File: config.mk
export PLATFORM = sky130hd
export DESIGN_NAME = net_core
export DESIGN_NICKNAME = d
export VERILOG_FILES = /design/src/design/net_pkg.sv /design/src/design/eth_rx.sv /design/src/design/arp_resp.sv /design/src/design/tx_arb.sv /design/src/design/eth_tx.sv /design/src/design/net_core.sv
export SDC_FILE = /design/constraint.sdc
export NUM_CORES = 1
export LEC_CHECK = 0
export ABC_AREA = 0
export BUFFER_PORTS_ARGS = -buffer_cell sky130_fd_sc_hd__buf_2
export CAP_MARGIN = 20
export CORE_ASPECT_RATIO = 0.6
export CORE_MARGIN = 1
export CORE_UTILIZATION = 30
export DETAILED_ROUTE_END_ITERATION = 10
export PLACE_DENSITY_LB_ADDON = 0.2
export SLEW_MARGIN = 15
export SYNTH_ARGS = -nofsm -noshare
export SYNTH_HDL_FRONTEND = slang
export SYNTH_SLANG_ARGS = --single-unit
File: constraint.sdc
create_clock -name clk -period 24 [get_ports clk]
set_input_delay 1.2 -clock clk [delete_from_list [all_inputs] [get_ports clk]]
set_output_delay 1.2 -clock clk [all_outputs]
set_load 0.005 [all_outputs]
File: src/design/net_pkg.sv
package net_pkg;

  //////////////////////////////////////////////////////////////////////
  // Address and field widths
  //////////////////////////////////////////////////////////////////////

  typedef logic [47:0] mac_addr_t;
  typedef logic [31:0] ipv4_t;
  typedef logic [15:0] ethertype_t;
  typedef logic [7:0]  byte_t;

  localparam ethertype_t ETH_ARP   = 16'h0806;
  localparam mac_addr_t  ETH_BCAST = 48'hFFFF_FFFF_FFFF;

  // Line framing, no FCS on either side
  localparam byte_t PRE_BYTE    = 8'h55;
  localparam byte_t SFD_BYTE    = 8'hD5;
  localparam int    PRE_LEN     = 7;  // 0x55 bytes before the SFD
  localparam int    HDR_LEN     = 14; // dst, src, ethertype
  localparam int    MIN_PAYLOAD = 46;

  //////////////////////////////////////////////////////////////////////
  // Bundles
  //////////////////////////////////////////////////////////////////////

  // Byte stream, line side uses dat and val only
  typedef struct packed {
    byte_t dat;
    logic  val;
    logic  sof;
    logic  eof;
  } strm_t;

  // Ethernet header as it appears on the line, dst first
  typedef struct packed {
    mac_addr_t  dst;
    mac_addr_t  src;
    ethertype_t etype;
  } mac_meta_t;

endpackage

File: src/design/eth_rx.sv
`timescale 1ns/1ps

module eth_rx import net_pkg::*; #(
  parameter mac_addr_t MAC_ADDR = 48'h02_00_00_00_00_01
) (
  input  logic      clk,
  input  logic      rst,
  input  strm_t     phy_rx,
  output mac_meta_t meta,
  output logic      meta_val,
  output strm_t     strm
);

  typedef enum logic [2:0] {IDLE, PREAMBLE, HEADER, PAYLOAD, DROP} state_t;

  localparam int HW = $bits(mac_meta_t);

  state_t     state;
  logic [3:0] hdr_cnt;
  mac_meta_t  hdr_nxt;
  logic       accept;
  logic       first;
  byte_t      dly_dat;
  logic       dly_val;
  logic       dly_sof;

  // Header as it will look after the current byte is shifted in
  assign hdr_nxt = {meta[HW-9:0], phy_rx.dat};
  assign accept  = (hdr_nxt.dst == MAC_ADDR) || (hdr_nxt.dst == ETH_BCAST);

  always_ff @(posedge clk) begin
    if (rst) begin
      state    <= IDLE;
      hdr_cnt  <= '0;
      meta_val <= 1'b0;
      first    <= 1'b0;
    end else begin
      meta_val <= 1'b0;
      case (state)
        IDLE: begin
          if (phy_rx.val) begin
            state <= (phy_rx.dat == PRE_BYTE) ? PREAMBLE : DROP;
          end
        end
        PREAMBLE: begin
          hdr_cnt <= '0;
          if (!phy_rx.val) state <= IDLE;
          else if (phy_rx.dat == SFD_BYTE) state <= HEADER;
          else if (phy_rx.dat != PRE_BYTE) state <= DROP; // Broken preamble
        end
        HEADER: begin
          if (!phy_rx.val) begin
            state <= IDLE; // Runt frame
          end else begin
            hdr_cnt <= hdr_cnt + 4'd1;
            if (hdr_cnt == 4'(HDR_LEN - 1)) begin
              meta_val <= accept;
              first    <= 1'b1;
              state    <= accept ? PAYLOAD : DROP;
            end
          end
        end
        PAYLOAD: begin
          if (!phy_rx.val) state <= IDLE;
          else first <= 1'b0;
        end
        DROP: begin
          if (!phy_rx.val) state <= IDLE; // Discard until the line goes quiet
        end
        default: state <= IDLE;
      endcase
    end
  end

  always_ff @(posedge clk) begin
    if (state == HEADER && phy_rx.val) meta <= hdr_nxt;
  end

  ////////////////////////////////////////////////////////////////////////
  // One-byte delay so that eof can be tagged from the next val
  ////////////////////////////////////////////////////////////////////////

  always_ff @(posedge clk) begin
    if (rst) begin
      dly_val <= 1'b0;
      dly_sof <= 1'b0;
    end else begin
      dly_val <= (state == PAYLOAD) && phy_rx.val;
      dly_sof <= (state == PAYLOAD) && phy_rx.val && first;
    end
  end

  always_ff @(posedge clk) begin
    dly_dat <= phy_rx.dat;
  end

  assign strm.dat = dly_dat;
  assign strm.val = dly_val;
  assign strm.sof = dly_sof;
  assign strm.eof = dly_val && !phy_rx.val; // Line went idle behind this byte

  // Header pulse must always precede the first payload byte
  a_meta_before_payload: assert property (@(posedge clk) disable iff (rst)
    !(meta_val && strm.val))
    else $error("eth_rx: meta_val overlaps payload stream");

endmodule

File: src/design/arp_resp.sv
`timescale 1ns/1ps

module arp_resp import net_pkg::*; #(
  parameter mac_addr_t MAC_ADDR = 48'h02_00_00_00_00_01
) (
  input  logic      clk,
  input  logic      rst,
  input  ipv4_t     ip_addr,
  input  logic      ip_set,
  input  mac_meta_t rx_meta,
  input  logic      rx_meta_val,
  input  strm_t     rx_strm,
  input  logic      req,
  input  logic      done,
  output mac_meta_t tx_meta,
  output logic      rdy,
  output strm_t     tx_strm
);

  localparam int ARP_LEN = 28;

  // ARP body for Ethernet/IPv4, in line order
  typedef struct packed {
    logic [15:0] htype;
    logic [15:0] ptype;
    logic [7:0]  hlen;
    logic [7:0]  plen;
    logic [15:0] oper;
    mac_addr_t   sha;
    ipv4_t       spa;
    mac_addr_t   tha;
    ipv4_t       tpa;
  } arp_body_t;

  localparam int BW = $bits(arp_body_t);

  ipv4_t      dev_ip;
  logic       ip_vld;
  logic       is_arp;
  logic [4:0] rx_cnt;
  arp_body_t  rx_body;
  arp_body_t  body_nxt;
  logic       match;
  logic       pending;
  arp_body_t  tx_body;
  logic [4:0] tx_cnt;

  //////////////////////////////////////////////////////////////////////
  // Device address
  //////////////////////////////////////////////////////////////////////

  always_ff @(posedge clk) begin
    if (rst) begin
      dev_ip <= '0;
      ip_vld <= 1'b0;
    end else if (ip_set) begin
      dev_ip <= ip_addr;
      ip_vld <= 1'b1; // Responder may answer from now on
    end
  end

  //////////////////////////////////////////////////////////////////////
  // Request capture
  //////////////////////////////////////////////////////////////////////

  // Only the first 28 bytes are kept, padding is ignored
  assign body_nxt = (rx_cnt < 5'(ARP_LEN)) ? {rx_body[BW-9:0], rx_strm.dat} : rx_body;

  assign match = rx_strm.val && rx_strm.eof && is_arp && ip_vld && !pending &&
                 (rx_cnt >= 5'(ARP_LEN - 1)) &&
                 (body_nxt.oper == 16'd1) && (body_nxt.tpa == dev_ip);

  always_ff @(posedge clk) begin
    if (rst) begin
      is_arp <= 1'b0;
      rx_cnt <= '0;
    end else if (rx_meta_val) begin
      is_arp <= (rx_meta.etype == ETH_ARP);
      rx_cnt <= '0;
    end else if (rx_strm.val && rx_cnt < 5'(ARP_LEN)) begin
      rx_cnt <= rx_cnt + 5'd1;
    end
  end

  always_ff @(posedge clk) begin
    if (rx_strm.val) rx_body <= body_nxt;
  end

  //////////////////////////////////////////////////////////////////////
  // Reply
  //////////////////////////////////////////////////////////////////////

  always_ff @(posedge clk) begin
    if (rst) begin
      rdy         <= 1'b0;
      pending     <= 1'b0;
      tx_cnt      <= '0;
      tx_strm.val <= 1'b0;
      tx_strm.sof <= 1'b0;
      tx_strm.eof <= 1'b0;
    end else begin
      if (match) begin
        rdy     <= 1'b1;
        pending <= 1'b1;
        tx_meta <= '{dst: body_nxt.sha, src: MAC_ADDR, etype: ETH_ARP};
        tx_body <= '{htype: 16'd1, ptype: 16'h0800, hlen: 8'd6, plen: 8'd4,
                     oper: 16'd2, sha: MAC_ADDR, spa: dev_ip,
                     tha: body_nxt.sha, tpa: body_nxt.spa};
      end
      if (done) pending <= 1'b0; // Slot free for the next request

      if (req) begin
        rdy         <= 1'b0;
        tx_cnt      <= 5'd1;
        tx_strm.dat <= tx_body[BW-1 -: 8];
        tx_strm.val <= 1'b1;
        tx_strm.sof <= 1'b1;
        tx_strm.eof <= 1'b0;
        tx_body     <= {tx_body[BW-9:0], 8'h00};
      end else if (tx_strm.val) begin
        tx_strm.sof <= 1'b0;
        if (tx_strm.eof) begin
          tx_strm.val <= 1'b0;
          tx_strm.eof <= 1'b0;
        end else begin
          tx_strm.dat <= tx_body[BW-1 -: 8];
          tx_strm.eof <= (tx_cnt == 5'(ARP_LEN - 1));
          tx_cnt      <= tx_cnt + 5'd1;
          tx_body     <= {tx_body[BW-9:0], 8'h00};
        end
      end
    end
  end

  // Arbiter must only forward req to a source that is offering a frame
  a_req_needs_rdy: assert property (@(posedge clk) disable iff (rst) req |-> rdy)
    else $error("arp_resp: req without rdy");

endmodule

File: src/design/tx_arb.sv
`timescale 1ns/1ps

module tx_arb import net_pkg::*; #(
  parameter int N = 2
) (
  input  logic         clk,
  input  logic         rst,
  input  mac_meta_t    src_meta [N],
  input  logic [N-1:0] src_rdy,
  input  strm_t        src_strm [N],
  input  logic         req,
  input  logic         done,
  output logic [N-1:0] src_req,
  output logic [N-1:0] src_done,
  output mac_meta_t    meta,
  output logic         rdy,
  output strm_t        strm
);

  localparam int IW = (N > 1) ? $clog2(N) : 1;

  logic [N-1:0]  gnt;
  logic          busy;
  logic [IW-1:0] last;
  logic [IW-1:0] pick;

  // Round robin, nearest requester after the last grant wins
  always_comb begin
    pick = last;
    for (int i = N; i >= 1; i--) begin
      if (src_rdy[(int'(last) + i) % N]) pick = IW'((int'(last) + i) % N);
    end
  end

  always_ff @(posedge clk) begin
    if (rst) begin
      gnt  <= '0;
      busy <= 1'b0;
      last <= IW'(N - 1); // Source 0 goes first
    end else if (!busy) begin
      if (|src_rdy) begin
        busy <= 1'b1;
        gnt  <= {{(N-1){1'b0}}, 1'b1} << pick;
        last <= pick;
      end
    end else if (done) begin
      busy <= 1'b0; // Grant held for the whole frame
      gnt  <= '0;
    end
  end

  assign rdy      = |(gnt & src_rdy);
  assign src_req  = gnt & {N{req}};
  assign src_done = gnt & {N{done}};
  assign meta     = src_meta[last];
  assign strm     = src_strm[last];

  a_gnt_onehot: assert property (@(posedge clk) disable iff (rst) busy |-> $onehot(gnt))
    else $error("tx_arb: grant not one-hot while busy");

endmodule

File: src/design/eth_tx.sv
`timescale 1ns/1ps

module eth_tx import net_pkg::*; (
  input  logic      clk,
  input  logic      rst,
  input  mac_meta_t meta,
  input  logic      rdy,
  input  strm_t     strm,
  output logic      req,
  output logic      done,
  output strm_t     phy_tx
);

  typedef enum logic [2:0] {IDLE, PREAMBLE, HEADER, PAYLOAD, PAD, GAP} state_t;

  localparam int GAP_LEN = 12;
  localparam int HW      = $bits(mac_meta_t);

  state_t      state;
  logic [3:0]  cnt;  // Preamble, header and gap position
  logic [10:0] pcnt; // Payload index, up to 1500 bytes
  mac_meta_t   hdr;

  always_ff @(posedge clk) begin
    if (rst) begin
      state      <= IDLE;
      cnt        <= '0;
      pcnt       <= '0;
      req        <= 1'b0;
      done       <= 1'b0;
      phy_tx.val <= 1'b0;
      phy_tx.sof <= 1'b0;
      phy_tx.eof <= 1'b0;
    end else begin
      req        <= 1'b0;
      done       <= 1'b0;
      phy_tx.sof <= 1'b0;
      phy_tx.eof <= 1'b0;
      case (state)
        IDLE: begin
          if (rdy) begin
            hdr        <= meta; // Source may drop meta after req
            phy_tx.dat <= PRE_BYTE;
            phy_tx.val <= 1'b1;
            phy_tx.sof <= 1'b1;
            cnt        <= 4'd1;
            state      <= PREAMBLE;
          end
        end
        PREAMBLE: begin
          cnt <= cnt + 4'd1;
          if (cnt == 4'(PRE_LEN)) begin
            phy_tx.dat <= SFD_BYTE;
            cnt        <= '0;
            state      <= HEADER;
          end else begin
            phy_tx.dat <= PRE_BYTE;
          end
        end
        HEADER: begin
          phy_tx.dat <= hdr[HW-1 -: 8];
          hdr        <= {hdr[HW-9:0], 8'h00};
          cnt        <= cnt + 4'd1;
          // Source answers req one cycle late, we sample one more later
          req <= (cnt == 4'(HDR_LEN - 2));
          if (cnt == 4'(HDR_LEN - 1)) begin
            pcnt  <= '0;
            state <= PAYLOAD;
          end
        end
        PAYLOAD: begin
          phy_tx.dat <= strm.dat;
          pcnt       <= pcnt + 11'd1;
          if (strm.eof) begin
            if (pcnt >= 11'(MIN_PAYLOAD - 1)) begin
              phy_tx.eof <= 1'b1;
              cnt        <= '0;
              state      <= GAP;
            end else begin
              state <= PAD;
            end
          end
        end
        PAD: begin
          phy_tx.dat <= 8'h00;
          pcnt       <= pcnt + 11'd1;
          if (pcnt == 11'(MIN_PAYLOAD - 1)) begin
            phy_tx.eof <= 1'b1;
            cnt        <= '0;
            state      <= GAP;
          end
        end
        GAP: begin
          phy_tx.val <= 1'b0;
          done       <= (cnt == 4'd0); // First cycle after the last byte
          cnt        <= cnt + 4'd1;
          if (cnt == 4'(GAP_LEN - 1)) state <= IDLE;
        end
        default: state <= IDLE;
      endcase
    end
  end

  // Sources may not pause inside a frame
  a_payload_val: assert property (@(posedge clk) disable iff (rst)
    (state == PAYLOAD) |-> strm.val)
    else $error("eth_tx: payload byte missing");

endmodule

File: src/design/net_core.sv
`timescale 1ns/1ps

module net_core import net_pkg::*; #(
  parameter mac_addr_t MAC_ADDR = 48'h02_4E_45_54_00_01
) (
  input  logic      clk,
  input  logic      rst,
  input  strm_t     phy_rx,
  output strm_t     phy_tx,
  input  ipv4_t     ip_addr,
  input  logic      ip_set,
  output mac_meta_t user_rx_meta,
  output logic      user_rx_meta_val,
  output strm_t     user_rx_strm,
  input  mac_meta_t user_tx_meta,
  input  logic      user_tx_rdy,
  output logic      user_tx_req,
  input  strm_t     user_tx_strm,
  output logic      user_tx_done
);

  mac_meta_t  arp_meta;
  logic       arp_rdy;
  strm_t      arp_strm;

  mac_meta_t  src_meta [2]; // 0 is ARP, 1 is user
  strm_t      src_strm [2];
  logic [1:0] src_rdy;
  logic [1:0] src_req;
  logic [1:0] src_done;

  mac_meta_t  tx_meta;
  logic       tx_rdy;
  logic       tx_req;
  logic       tx_done;
  strm_t      tx_strm;

  assign src_meta[0] = arp_meta;
  assign src_meta[1] = user_tx_meta;
  assign src_strm[0] = arp_strm;
  assign src_strm[1] = user_tx_strm;
  assign src_rdy     = {user_tx_rdy, arp_rdy};
  assign user_tx_req  = src_req[1];
  assign user_tx_done = src_done[1];

  //////////////////////////////////////////////////////////////////////
  // Receive side feeds both the user and the ARP responder
  //////////////////////////////////////////////////////////////////////

  eth_rx #(
    .MAC_ADDR (MAC_ADDR)
  ) u_eth_rx (
    .clk      (clk),
    .rst      (rst),
    .phy_rx   (phy_rx),
    .meta     (user_rx_meta),
    .meta_val (user_rx_meta_val),
    .strm     (user_rx_strm)
  );

  arp_resp #(
    .MAC_ADDR (MAC_ADDR)
  ) u_arp_resp (
    .clk         (clk),
    .rst         (rst),
    .ip_addr     (ip_addr),
    .ip_set      (ip_set),
    .rx_meta     (user_rx_meta),
    .rx_meta_val (user_rx_meta_val),
    .rx_strm     (user_rx_strm),
    .req         (src_req[0]),
    .done        (src_done[0]),
    .tx_meta     (arp_meta),
    .rdy         (arp_rdy),
    .tx_strm     (arp_strm)
  );

  //////////////////////////////////////////////////////////////////////
  // Transmit side
  //////////////////////////////////////////////////////////////////////

  tx_arb #(
    .N (2)
  ) u_tx_arb (
    .clk      (clk),
    .rst      (rst),
    .src_meta (src_meta),
    .src_rdy  (src_rdy),
    .src_strm (src_strm),
    .req      (tx_req),
    .done     (tx_done),
    .src_req  (src_req),
    .src_done (src_done),
    .meta     (tx_meta),
    .rdy      (tx_rdy),
    .strm     (tx_strm)
  );

  eth_tx u_eth_tx (
    .clk    (clk),
    .rst    (rst),
    .meta   (tx_meta),
    .rdy    (tx_rdy),
    .strm   (tx_strm),
    .req    (tx_req),
    .done   (tx_done),
    .phy_tx (phy_tx)
  );

endmodule

# --- Yosys cells after proc, flatten, opt, wreduce, memory -nomap -nowiden ---
# Cells that the tools add are included.
op_classes:
  add_sub_neg: 7
  n_lt_le_gt_ge: 6
  n_bitwise: 15
  n_reduce_logical: 55
  mux: 75
  shift: 1
  n_eq_ne: 40
ops:
  columns: ["op", "n"]
  rows:
  - ["$mux W224", 4]
  - ["$mux W112", 4]
  - ["$pmux W112 S2", 1]
  - ["$mux W176", 1]
  - ["$mux W11", 6]
  - ["$eq A48 B42 Y1 const B", 1]
  - ["$eq A48 B48 Y1 const B", 1]
  - ["$mux W3", 15]
  - ["$pmux W8 S5", 1]
  - ["$eq A32 B32 Y1", 1]
  - ["$mux W4", 6]
  - ["$mux W1", 23]
  - ["$pmux W11 S2", 1]
  - ["$reduce_or A2 Y1", 11]
  - ["$pmux W4 S5", 1]
  - ["$pmux W3 S6", 1]
  - ["$reduce_and A2 Y1", 9]
  - ["$eq A16 B1 Y1 const B", 1]
  - ["$eq A16 B12 Y1 const B", 1]
  - ["$eq A4 B4 Y1 const B", 4]
  - ["$mux W8", 2]
  - ["$ne A2 B1 Y1 const B", 7]
  - ["$ne A2 B2 Y1 const B", 7]
  - ["$reduce_bool A2 Y1", 7]
  - ["41 further kinds", 83]
totals:
  in_bits: 170
  elab_cells: 252
  out_inout_bits: 137
  ff_bits: 783

# --- Depth between registers and ports, before layout ---
# Gate-level depths: netlist of run 1.
logic_depth:
  word_depth: 13
  depth_mapped: 14
  mapped_depth_nobuf: 9

# --- Hierarchy ---
# From an unflattened synthesis of run 1, not the netlist that was laid out.
unflattened:
  cells_unflattened: 2993
  hier_area_um2: 35399.0
modules_own_cells:
  columns: ["mod", "seq_area_each_um2", "n_inst", "cells_per_inst", "area_per_inst_um2"]
  rows:
  - ["arp_resp", 14674.1, 1, 1964, 23020.8]
  - ["eth_tx", 4063.9, 1, 656, 6433.7]
  - ["eth_rx", 3743.6, 1, 214, 4259.1]
  - ["tx_arb", 80.1, 1, 159, 1685.4]

# --- Worst setup path before layout of run 1 ---
# No wires, ideal clock.
synth_path:
  kind: "in2reg"
  from: "input rst"
  to: "register u_eth_tx.hdr[0] in the netlist's numbering, enable pin"
  n_path_buf: 1
  stages: 2
  t_arrival_ns: 18.719
  setup_ns: 1.180
  required_time_ns: 22.820
  path_slack_ns: 4.101
  path_cell_list: "clkbuf_1 -> a2111oi_0"
synth_via:
  elab_chain_len: 2
synth_lines:
  columns: ["item", "line", "text"]
  rows:
  - ["from (decl)", "net_core.sv:7", "input logic rst,"]
  - ["$not A1 Y1 (no line)", null, null]
  - ["$reduce_and A3 Y1 (no line)", null, null]
  - ["to (signal assigned)", "eth_tx.sv:42", "hdr <= meta;"]
  - ["to (signal assigned)", "eth_tx.sv:62", "hdr <= {hdr[HW-9:0], 8'h00};"]
  - ["to (decl)", "eth_tx.sv:22", "mac_meta_t hdr;"]
# No other way between the ends.
# A chain may end at the register's enable or synchronous reset.

# --- Worst setup path after layout of run 1 ---
layout_path:
  from: "register u_arp_resp.rx_cnt[3]"
  to: "register u_arp_resp.tx_meta[106] in the netlist's numbering, enable pin"
layout_via:
  elab_chain_len: 6
  word_cells_on_any_way: 9
  classes_between: "order compare (2); eq/ne (2); mux (1); reduce/logical (4)"
layout_lines:
  columns: ["item", "line", "text"]
  rows:
  - ["from (decl)", "arp_resp.sv:40", "logic [4:0] rx_cnt;"]
  - ["from (signal assigned)", "arp_resp.sv:81", "rx_cnt <= rx_cnt + 5'd1;"]
  - ["$lt A5 B5 Y1", "arp_resp.sv:67", "assign body_nxt = (rx_cnt < 5'(ARP_LEN)) ? {rx_body[BW-9:0], rx_strm.dat} : rx_body;"]
  - ["$mux W176", "arp_resp.sv:67", null]
  - ["$eq A16 B1 Y1", "arp_resp.sv:71", "(body_nxt.oper == 16'd1) && (body_nxt.tpa == dev_ip);"]
  - ["$logic_and A1 B1 Y1", "arp_resp.sv:70", "(rx_cnt >= 5'(ARP_LEN - 1)) &&"]
  - ["$logic_and A1 B1 Y1 *", "arp_resp.sv:71", null]
  - ["$reduce_and A2 Y1 (no line) *", null, null]
  - ["to (signal assigned)", "arp_resp.sv:105", "tx_meta <= '{dst: body_nxt.sha, src: MAC_ADDR, etype: ETH_ARP};"]
  - ["to (decl)", "arp_resp.sv:15", "output mac_meta_t tx_meta,"]
# Mark *: on every way between the ends. The rest lies on a longest branch, timed or not.

==> impl_metrics.toml, run 1 <==
[worst_setup_path]
worst-setup-path-type = "reg2reg"
critical_path.max_fanout = 72
r2r_end = "u_arp_resp.tx_meta[106]$_DFFE_PP_"
cp.required_ns = 24.29
reg2regPathDepth = 8
worstReg2RegStart = "u_arp_resp.rx_cnt[3]$_SDFFE_PP0P_"
rrSetupSlack_ns = 19.06
worst_ep_arrival_time_ns = 5.23
worst_setup_path_end_kind = "flop"
startpoint_type = "flop"

[sta]
timing.hold.ws_ns = 0.416
setup_viol = 0
hold_viol_final = 0
rsz0062_at_grt = "false"
worst_pin_slew_ns = 1.08
min_period_ns = 4.94
fmax_mhz = 203
fin_worst_skew_ns = 0.0263
slew_violations = 0
relSlewSlack = 0.278
fin_crit_sh = 0.206
finalSetupTns_ns = 0

[logic_synthesis]
seq_area_frac_synth = 0.655
synth_seq_cells = 782
yosysWarningCount = 0
syn_nets = 3247
synth_edf_count = 688
synth.distinct_cells = 77
async_flop_share = 0
synthFlopType = "edfxtp_1"
synthesis.area_sq_um = 34400
syn_avg_cell_area_sq_um = 11.2
netlist_instances = 3068

[drt]
wl_met3_microns = 4830
viasPerCell = 4.97
wl_met1_microns = 50500
drc_errors = 0
wirelength_microns = 95800
drt_pass1_iterations = 7
dr_wl_met2_microns = 38900
dr_total_vias = 24000
wl_per_cell_microns = 19.8
ant_nets = 0
highest_layer = "met4"
drtIter0Drc = 2339

[worst_hold_path]
min_to = "u_arp_resp.rx_body[61]$_DFFE_PP_"
hold_depth = 0
hold_start = "u_arp_resp.rx_body[53]$_DFFE_PP_"
min_path_type = "reg2reg"

[run]
max_cap_viol_count = 0

[pwr]
ir_drop_uv = 48.7
leakage_uw = 0.0146
pwr_density_cell_nw_per_um2 = 74.6

[placement]
placedCellCount = 4678
gp_congestion = 0.823
hpwl_microns = 60000
portBuffers = 302

[clocking]
post_cts_buffers = 0
cts_tree = "done"
ctsHoldBuffers = 0
cts.sinks = 782
clk_pin_slew_worst_paths_ns = 0.06
cts_root_buf = "clkbuf_16"
numCtsBuffers = 81
cts_resized = 0
cts_max_path_buffers = 3
cts_htree_levels = 3
clk_latency_ns = 0.67

[grt]
grt_pass1_vias = 22300
overflow = 0
track_usage = 0.159
grt_max_degree = 194
antenna_found_initial = 3
grt_pass1_wl_microns = 144000

[cells_and_area]
area_growth_pct = 15.9
fin_cells = 4831
nets = 3440
n_fill_cell = 11400
drive_gt1_frac = 0.147

[floorplan]
ios = 307
fp.dieH_microns = 264
dieWidth_microns = 439
coreArea_sq_um = 113000
die_area_sq_um = 116000
initial_core_util = 0.305
rows = 95

[run_status]
status = "finished, final reports clean"
## Yosys cell counts, types with 3 or more instances
| library cell | instances | share of area |
|---|---|---|
| and3_1 | 11 | 0.0020 |
| buf_4 | 5 | 0.0011 |
| clkbuf_2 | 3 | 0.00044 |
| nor2_1 | 225 | 0.025 |
| nor4b_1 | 76 | 0.019 |
| mux2_2 | 6 | 0.0020 |
| o22ai_1 | 4 | 0.00073 |
| nor4_1 | 22 | 0.0040 |
| a211oi_1 | 10 | 0.0022 |
| dfxtp_1 | 94 | 0.055 |
| nand3_1 | 86 | 0.012 |
| a21oi_1 | 248 | 0.036 |
| mux2i_1 | 108 | 0.031 |
| o221ai_1 | 6 | 0.0015 |
| nand2b_1 | 11 | 0.0020 |
| o21ai_0 | 124 | 0.018 |
| a22o_1 | 3 | 0.00076 |
| buf_6 | 6 | 0.0020 |
| nand2_1 | 716 | 0.078 |
| xor2_1 | 25 | 0.0064 |
| buf_2 | 26 | 0.0038 |
| nor2b_1 | 29 | 0.0053 |
| a31oi_1 | 48 | 0.0087 |
| or2_2 | 3 | 0.00055 |
| or3_1 | 7 | 0.0013 |
| buf_1 | 15 | 0.0016 |
| o31ai_1 | 104 | 0.023 |
| edfxtp_1 | 688 | 0.60 |
| a22oi_1 | 7 | 0.0015 |
| nor3_1 | 14 | 0.0020 |
| ha_1 | 9 | 0.0033 |
| and2_1 | 4 | 0.00073 |
| xnor2_1 | 7 | 0.0018 |
| o211ai_1 | 4 | 0.00087 |
| a2111oi_0 | 7 | 0.0018 |
| o2111a_1 | 3 | 0.00098 |
| clkbuf_1 | 170 | 0.019 |
| inv_1 | 55 | 0.0060 |
| nand4_1 | 28 | 0.0051 |
## where the power goes
group          switching, uW  internal [uW]
combinational           72.3           53.1
clock                    553            730
sequential              36.3           1530
total                    662           2310
## flip-flops by register name, summed over array words and instances, names as in the netlist, 2 cells and up
signal              count
u_eth_tx.hdr          112
u_eth_tx.cnt            4
u_arp_resp.tx_cnt       5
u_arp_resp.rx_body    176
u_eth_tx.phy_tx        11
u_eth_tx.state          3
u_tx_arb.gnt            2
u_eth_rx.dly_dat        8
u_eth_tx.pcnt          11
u_arp_resp.tx_strm     10
u_eth_rx.state          3
u_arp_resp.tx_body    224
u_eth_rx.hdr_cnt        4
u_arp_resp.rx_cnt       5
u_arp_resp.dev_ip      32
u_eth_rx.meta         112
u_arp_resp.tx_meta     48
## kinds of logic after synthesis
family	Yosys count	synth area share
xor+xnor	32	0.00814
fa+ha+maj	9	0.00327
buf+inv	281	0.0335
flops	782	0.655
compound gates	598	0.104
mux	116	0.0344
simple gates	1250	0.162
## area by class of cell
class                   count  area, sq um  area share
multi-input cells        2005        10800       0.272
well taps                1503         1880      0.0471
clock inverters            36          330     0.00828
flip-flops and latches    782        22500       0.565
clock buffers             113         2280      0.0572
inverters                  56          218     0.00546
diodes                      1         2.50   0.0000627
repair buffers            335         1790      0.0449
## worst max path at each step
| stage | startpoint | slack [ns] | cells past startpoint | endpoint |
|---|---|---|---|---|
| 2_1_floorplan | rst | 4.10 | 2 | u_eth_tx.hdr[0]$_SDFFCE_PP0P_ |
| 3_3_place_gp | u_arp_resp.rx_cnt[3]$_SDFFE_PP0P_ | 19.14 | 8 | u_arp_resp.tx_meta[106]$_DFFE_PP_ |
| 3_5_place_dp | u_arp_resp.rx_body[159]$_DFFE_PP_ | 19.09 | 9 | u_arp_resp.tx_body[175]$_DFFE_PN_ |
| 4_1_cts | u_arp_resp.rx_body[159]$_DFFE_PP_ | 19.07 | 9 | u_arp_resp.tx_body[175]$_DFFE_PN_ |
| 5_1_grt | u_arp_resp.rx_body[159]$_DFFE_PP_ | 18.82 | 9 | u_arp_resp.tx_body[196]$_DFFE_PN_ |
| 6_report | u_arp_resp.rx_cnt[3]$_SDFFE_PP0P_ | 19.06 | 8 | u_arp_resp.tx_meta[106]$_DFFE_PP_ |
## stage by stage
stage          setup WS, ns   util  power [uW]  area [sq um]
6_report              19.06  0.353        2970         39900
5_1_grt               18.82  0.353        3070         39900
4_1_cts               19.07  0.353        3010         39900
3_5_place_dp          19.09  0.330        1720         37300
3_3_place_gp          19.14  0.330        1720         37300
2_1_floorplan          4.10      -        1670         34400
## routing by layer
layer	vias to the layer above	global-route usage
met5	-	0
li1	11500	-
met1	11800	0.261
met3	106	0.0263
met2	590	0.212
met4	0	0.0365
## worst max-delay path, cell delays in order, from the launching register on
cell and delay (ns):
dfxtp_1 0.60, and3_4 0.87, mux2i_4 0.43, a2bb2o_4 0.25, nor4_2 0.43, nand2_4 0.38
buf_4 0.52, nor4_2 0.32, buf_4 0.56
## cell usage in the layout, fill, tap and decap left out, types with 10 or more instances in the layout
master | synthesis | routed
nor2_1 | 225 | 223
nand3_1 | 86 | 85
nor2b_1 | 29 | 29
mux2i_1 | 108 | 108
clkbuf_16 | 0 | 86
clkinv_1 | 1 | 12
nand4_1 | 28 | 28
clkinv_2 | 0 | 14
dfxtp_1 | 94 | 92
nand2_1 | 716 | 714
o21ai_0 | 124 | 124
nor3_1 | 14 | 14
a211oi_1 | 10 | 10
buf_4 | 5 | 28
a21oi_1 | 248 | 247
o31ai_1 | 104 | 104
edfxtp_1 | 688 | 688
xor2_1 | 25 | 25
clkbuf_1 | 170 | 24
buf_2 | 26 | 303
inv_1 | 55 | 55
nor4b_1 | 76 | 76
a31oi_1 | 48 | 48
nor4_1 | 22 | 21
nand2b_1 | 11 | 10
Note: power is estimated with default switching activity, not from simulation.
==> run 2: changes to the inputs <==
==> constraint.sdc (replaced) <==
create_clock -name clk -period 4.4 [get_ports clk]
set_input_delay 0.22 -clock clk [delete_from_list [all_inputs] [get_ports clk]]
set_output_delay 0.22 -clock clk [all_outputs]
set_load 0.005 [all_outputs]
==> run 2 against run 1 <==
Sequential cell count unchanged. Global-route usage rose by 0.32 points. Critical endpoint is now u_arp_resp.tx_body[215]$_DFFE_PN_. Via count up 2.8%. Non-clock buffer count grew 183. Worst setup slack worse by 19 ns. Largest power group unchanged. Critical path depth grew 1.
==> impl_metrics.toml, run 2 (same netlist as run 1, synthesis figures left out) <==
[cells_and_area]
fin_cells = 5013
largest_reg_flops = 224
final_cell_mix = "nand2_1, edfxtp_1, buf_2"
reg_top3 = "u_arp_resp.tx_body (224), u_arp_resp.rx_body (176)"
nets = 3624
drive_gt1_frac = 0.153
n_fill_cell = 11200
area_growth_pct = 22.2
layout.cells.most_common = "nand2_1"
multi_input_area_sq_um = 10900
seq_area_sq_um = 22500
design_area_sq_um = 42100
largest_register = "u_arp_resp.tx_body"

[clocking]
cts_htree_levels = 3
post_cts_buffers = 0
cts_root_buf = "clkbuf_16"
cts.sinks = 782
cts_tree = "done"
numCtsBuffers = 82
cts_max_path_buffers = 3
clk_latency_ns = 0.67
cts_resized = 0
clk_pin_slew_worst_paths_ns = 0.06

[worst_setup_path]
worst-setup-path-type = "reg2reg"
critical_path.max_fanout = 96
cp.required_ns = 4.78
critical_path_buf_inv_count = 2
path_delay_family = "simple AND/OR/NAND/NOR gates"
reg2regPathDepth = 9
worst_setup_path_end_kind = "flop"
startpoint_type = "flop"
worst_ep_arrival_time_ns = 4.37
crit_chain = "or4_1 -> nor4b_1 -> a31oi_1 -> a221oi_2 -> nand3_2 -> buf_4 -> nor3_4 -> buf_12 -> o21ai_0"
cp.depth = 9
critPathMaxStageDelay_ns = 0.64
slowest_stage = "nor4b_1"

[drt]
drtIter0Drc = 2234
drt_pass1_iterations = 5
wl_per_cell_microns = 19.4
ant_nets = 0
wirelength_microns = 97200
viasPerCell = 4.92
dr_total_vias = 24700
drc_errors = 0

[floorplan]
coreArea_sq_um = 113000
dieWidth_microns = 439
fp.dieH_microns = 264
initial_core_util = 0.305
die_area_sq_um = 116000
rows = 95
ios = 307

[sta]
min_period_ns = 3.99
fin_worst_skew_ns = 0.0256
rsz0062_at_grt = "false"
hold_viol_final = 0
setup_viol = 0
slew_violations = 0
fmax_mhz = 250
worst_pin_slew_ns = 1.03
relSlewSlack = 0.313
finalSetupTns_ns = 0
fin_crit_sh = 0.907

[grt]
track_usage = 0.162
grt_max_degree = 176
antenna_found_initial = 3
grt_pass1_vias = 23100
overflow = 0
grt_pass1_wl_microns = 147000

[placement]
portBuffers = 302
placedCellCount = 4711
placed_cell_area_sq_um = 37700
hpwl_microns = 62100
gp_congestion = 0.837

[run_status]
status = "finished, final reports clean"

[pwr]
ir_drop_uv = 238
p_comb_frac = 0.048
p_switching_uw = 3680
p_sw_frac = 0.218
leakage_uw = 0.0156
p_clk_frac = 0.445
pwr_density_cell_nw_per_um2 = 400
seq_power_share = 0.507
p_int_uw = 13200

[run]
max_cap_viol_count = 0

[worst_hold_path]
min_path_type = "in2reg"
hold_depth = 3
==> run 2: what timing repair did <==
item	4_1_cts	5_1_grt
endpoints found under the hold margin	167	0
hold buffers	153	0
endpoints found under the setup margin	0	0
==> run 2: worst paths after layout <==
check	from	to	slack, ns
worst max-delay path	u_arp_resp.rx_body[166]$_DFFE_PP_	u_arp_resp.tx_body[215]$_DFFE_PN_	0.41
worst min-delay path	user_tx_meta[100]	u_eth_tx.hdr[100]$_DFFE_PP_	0.04
worst max register to register	u_arp_resp.rx_body[166]$_DFFE_PP_	u_arp_resp.tx_body[215]$_DFFE_PN_	0.41
worst min register to register	u_arp_resp.rx_body[59]$_DFFE_PP_	u_arp_resp.rx_body[67]$_DFFE_PP_	0.42
==> run 2: stage by stage <==
step / total power [uW] / worst slack (ns) / util / hold slack [ns]
global route: 17400 / 0.297 / 0.373 / 0.0359
global placement: 9390 / 0.520 / 0.334 / 0.356
CTS: 17100 / 0.489 / 0.373 / 0.00653
finish: 16900 / 0.407 / 0.373 / 0.0428
floorplan: 9060 / -1.80 / - / 0.248
detailed placement: 9390 / 0.534 / 0.334 / 0.354
==> run 2: power groups by stage <==
| stage | Combinational [uW] | Clock, uW | Sequential, uW |
|---|---|---|---|
| after global placement | 689 | 0 | 8700 |
| after floorplan | 418 | 0 | 8640 |
| after global routing | 897 | 7940 | 8570 |
| after detailed placement | 696 | 0 | 8700 |
| final | 809 | 7500 | 8540 |
| after CTS | 813 | 7700 | 8540 |
==> run 2: worst reg2reg max path, cell delays in order (launching register included) <==
cell	delay [ns]
edfxtp_1	0.43
or4_1	0.54
nor4b_1	0.64
a31oi_1	0.28
a221oi_2	0.45
nand3_2	0.29
buf_4	0.27
nor3_4	0.22
buf_12	0.32
o21ai_0	0.28
==> run 2: layout make-up <==
cell class,instances,area share
inverters,56,0.00517
well taps,1503,0.0447
repair buffers,518,0.0880
clock buffers,96,0.0520
flip-flops and latches,782,0.536
multi-input cells,2005,0.258
clock inverters,51,0.0158
diodes,2,0.000119
==> run 2: per-layer routing <==
layer  GRT usage  wire, microns  part of all wire
met1       0.264          51000              0.52
met2       0.216          39400              0.41
met3      0.0303           5200             0.053
met4      0.0355           1630             0.017
met5           0             13           0.00013
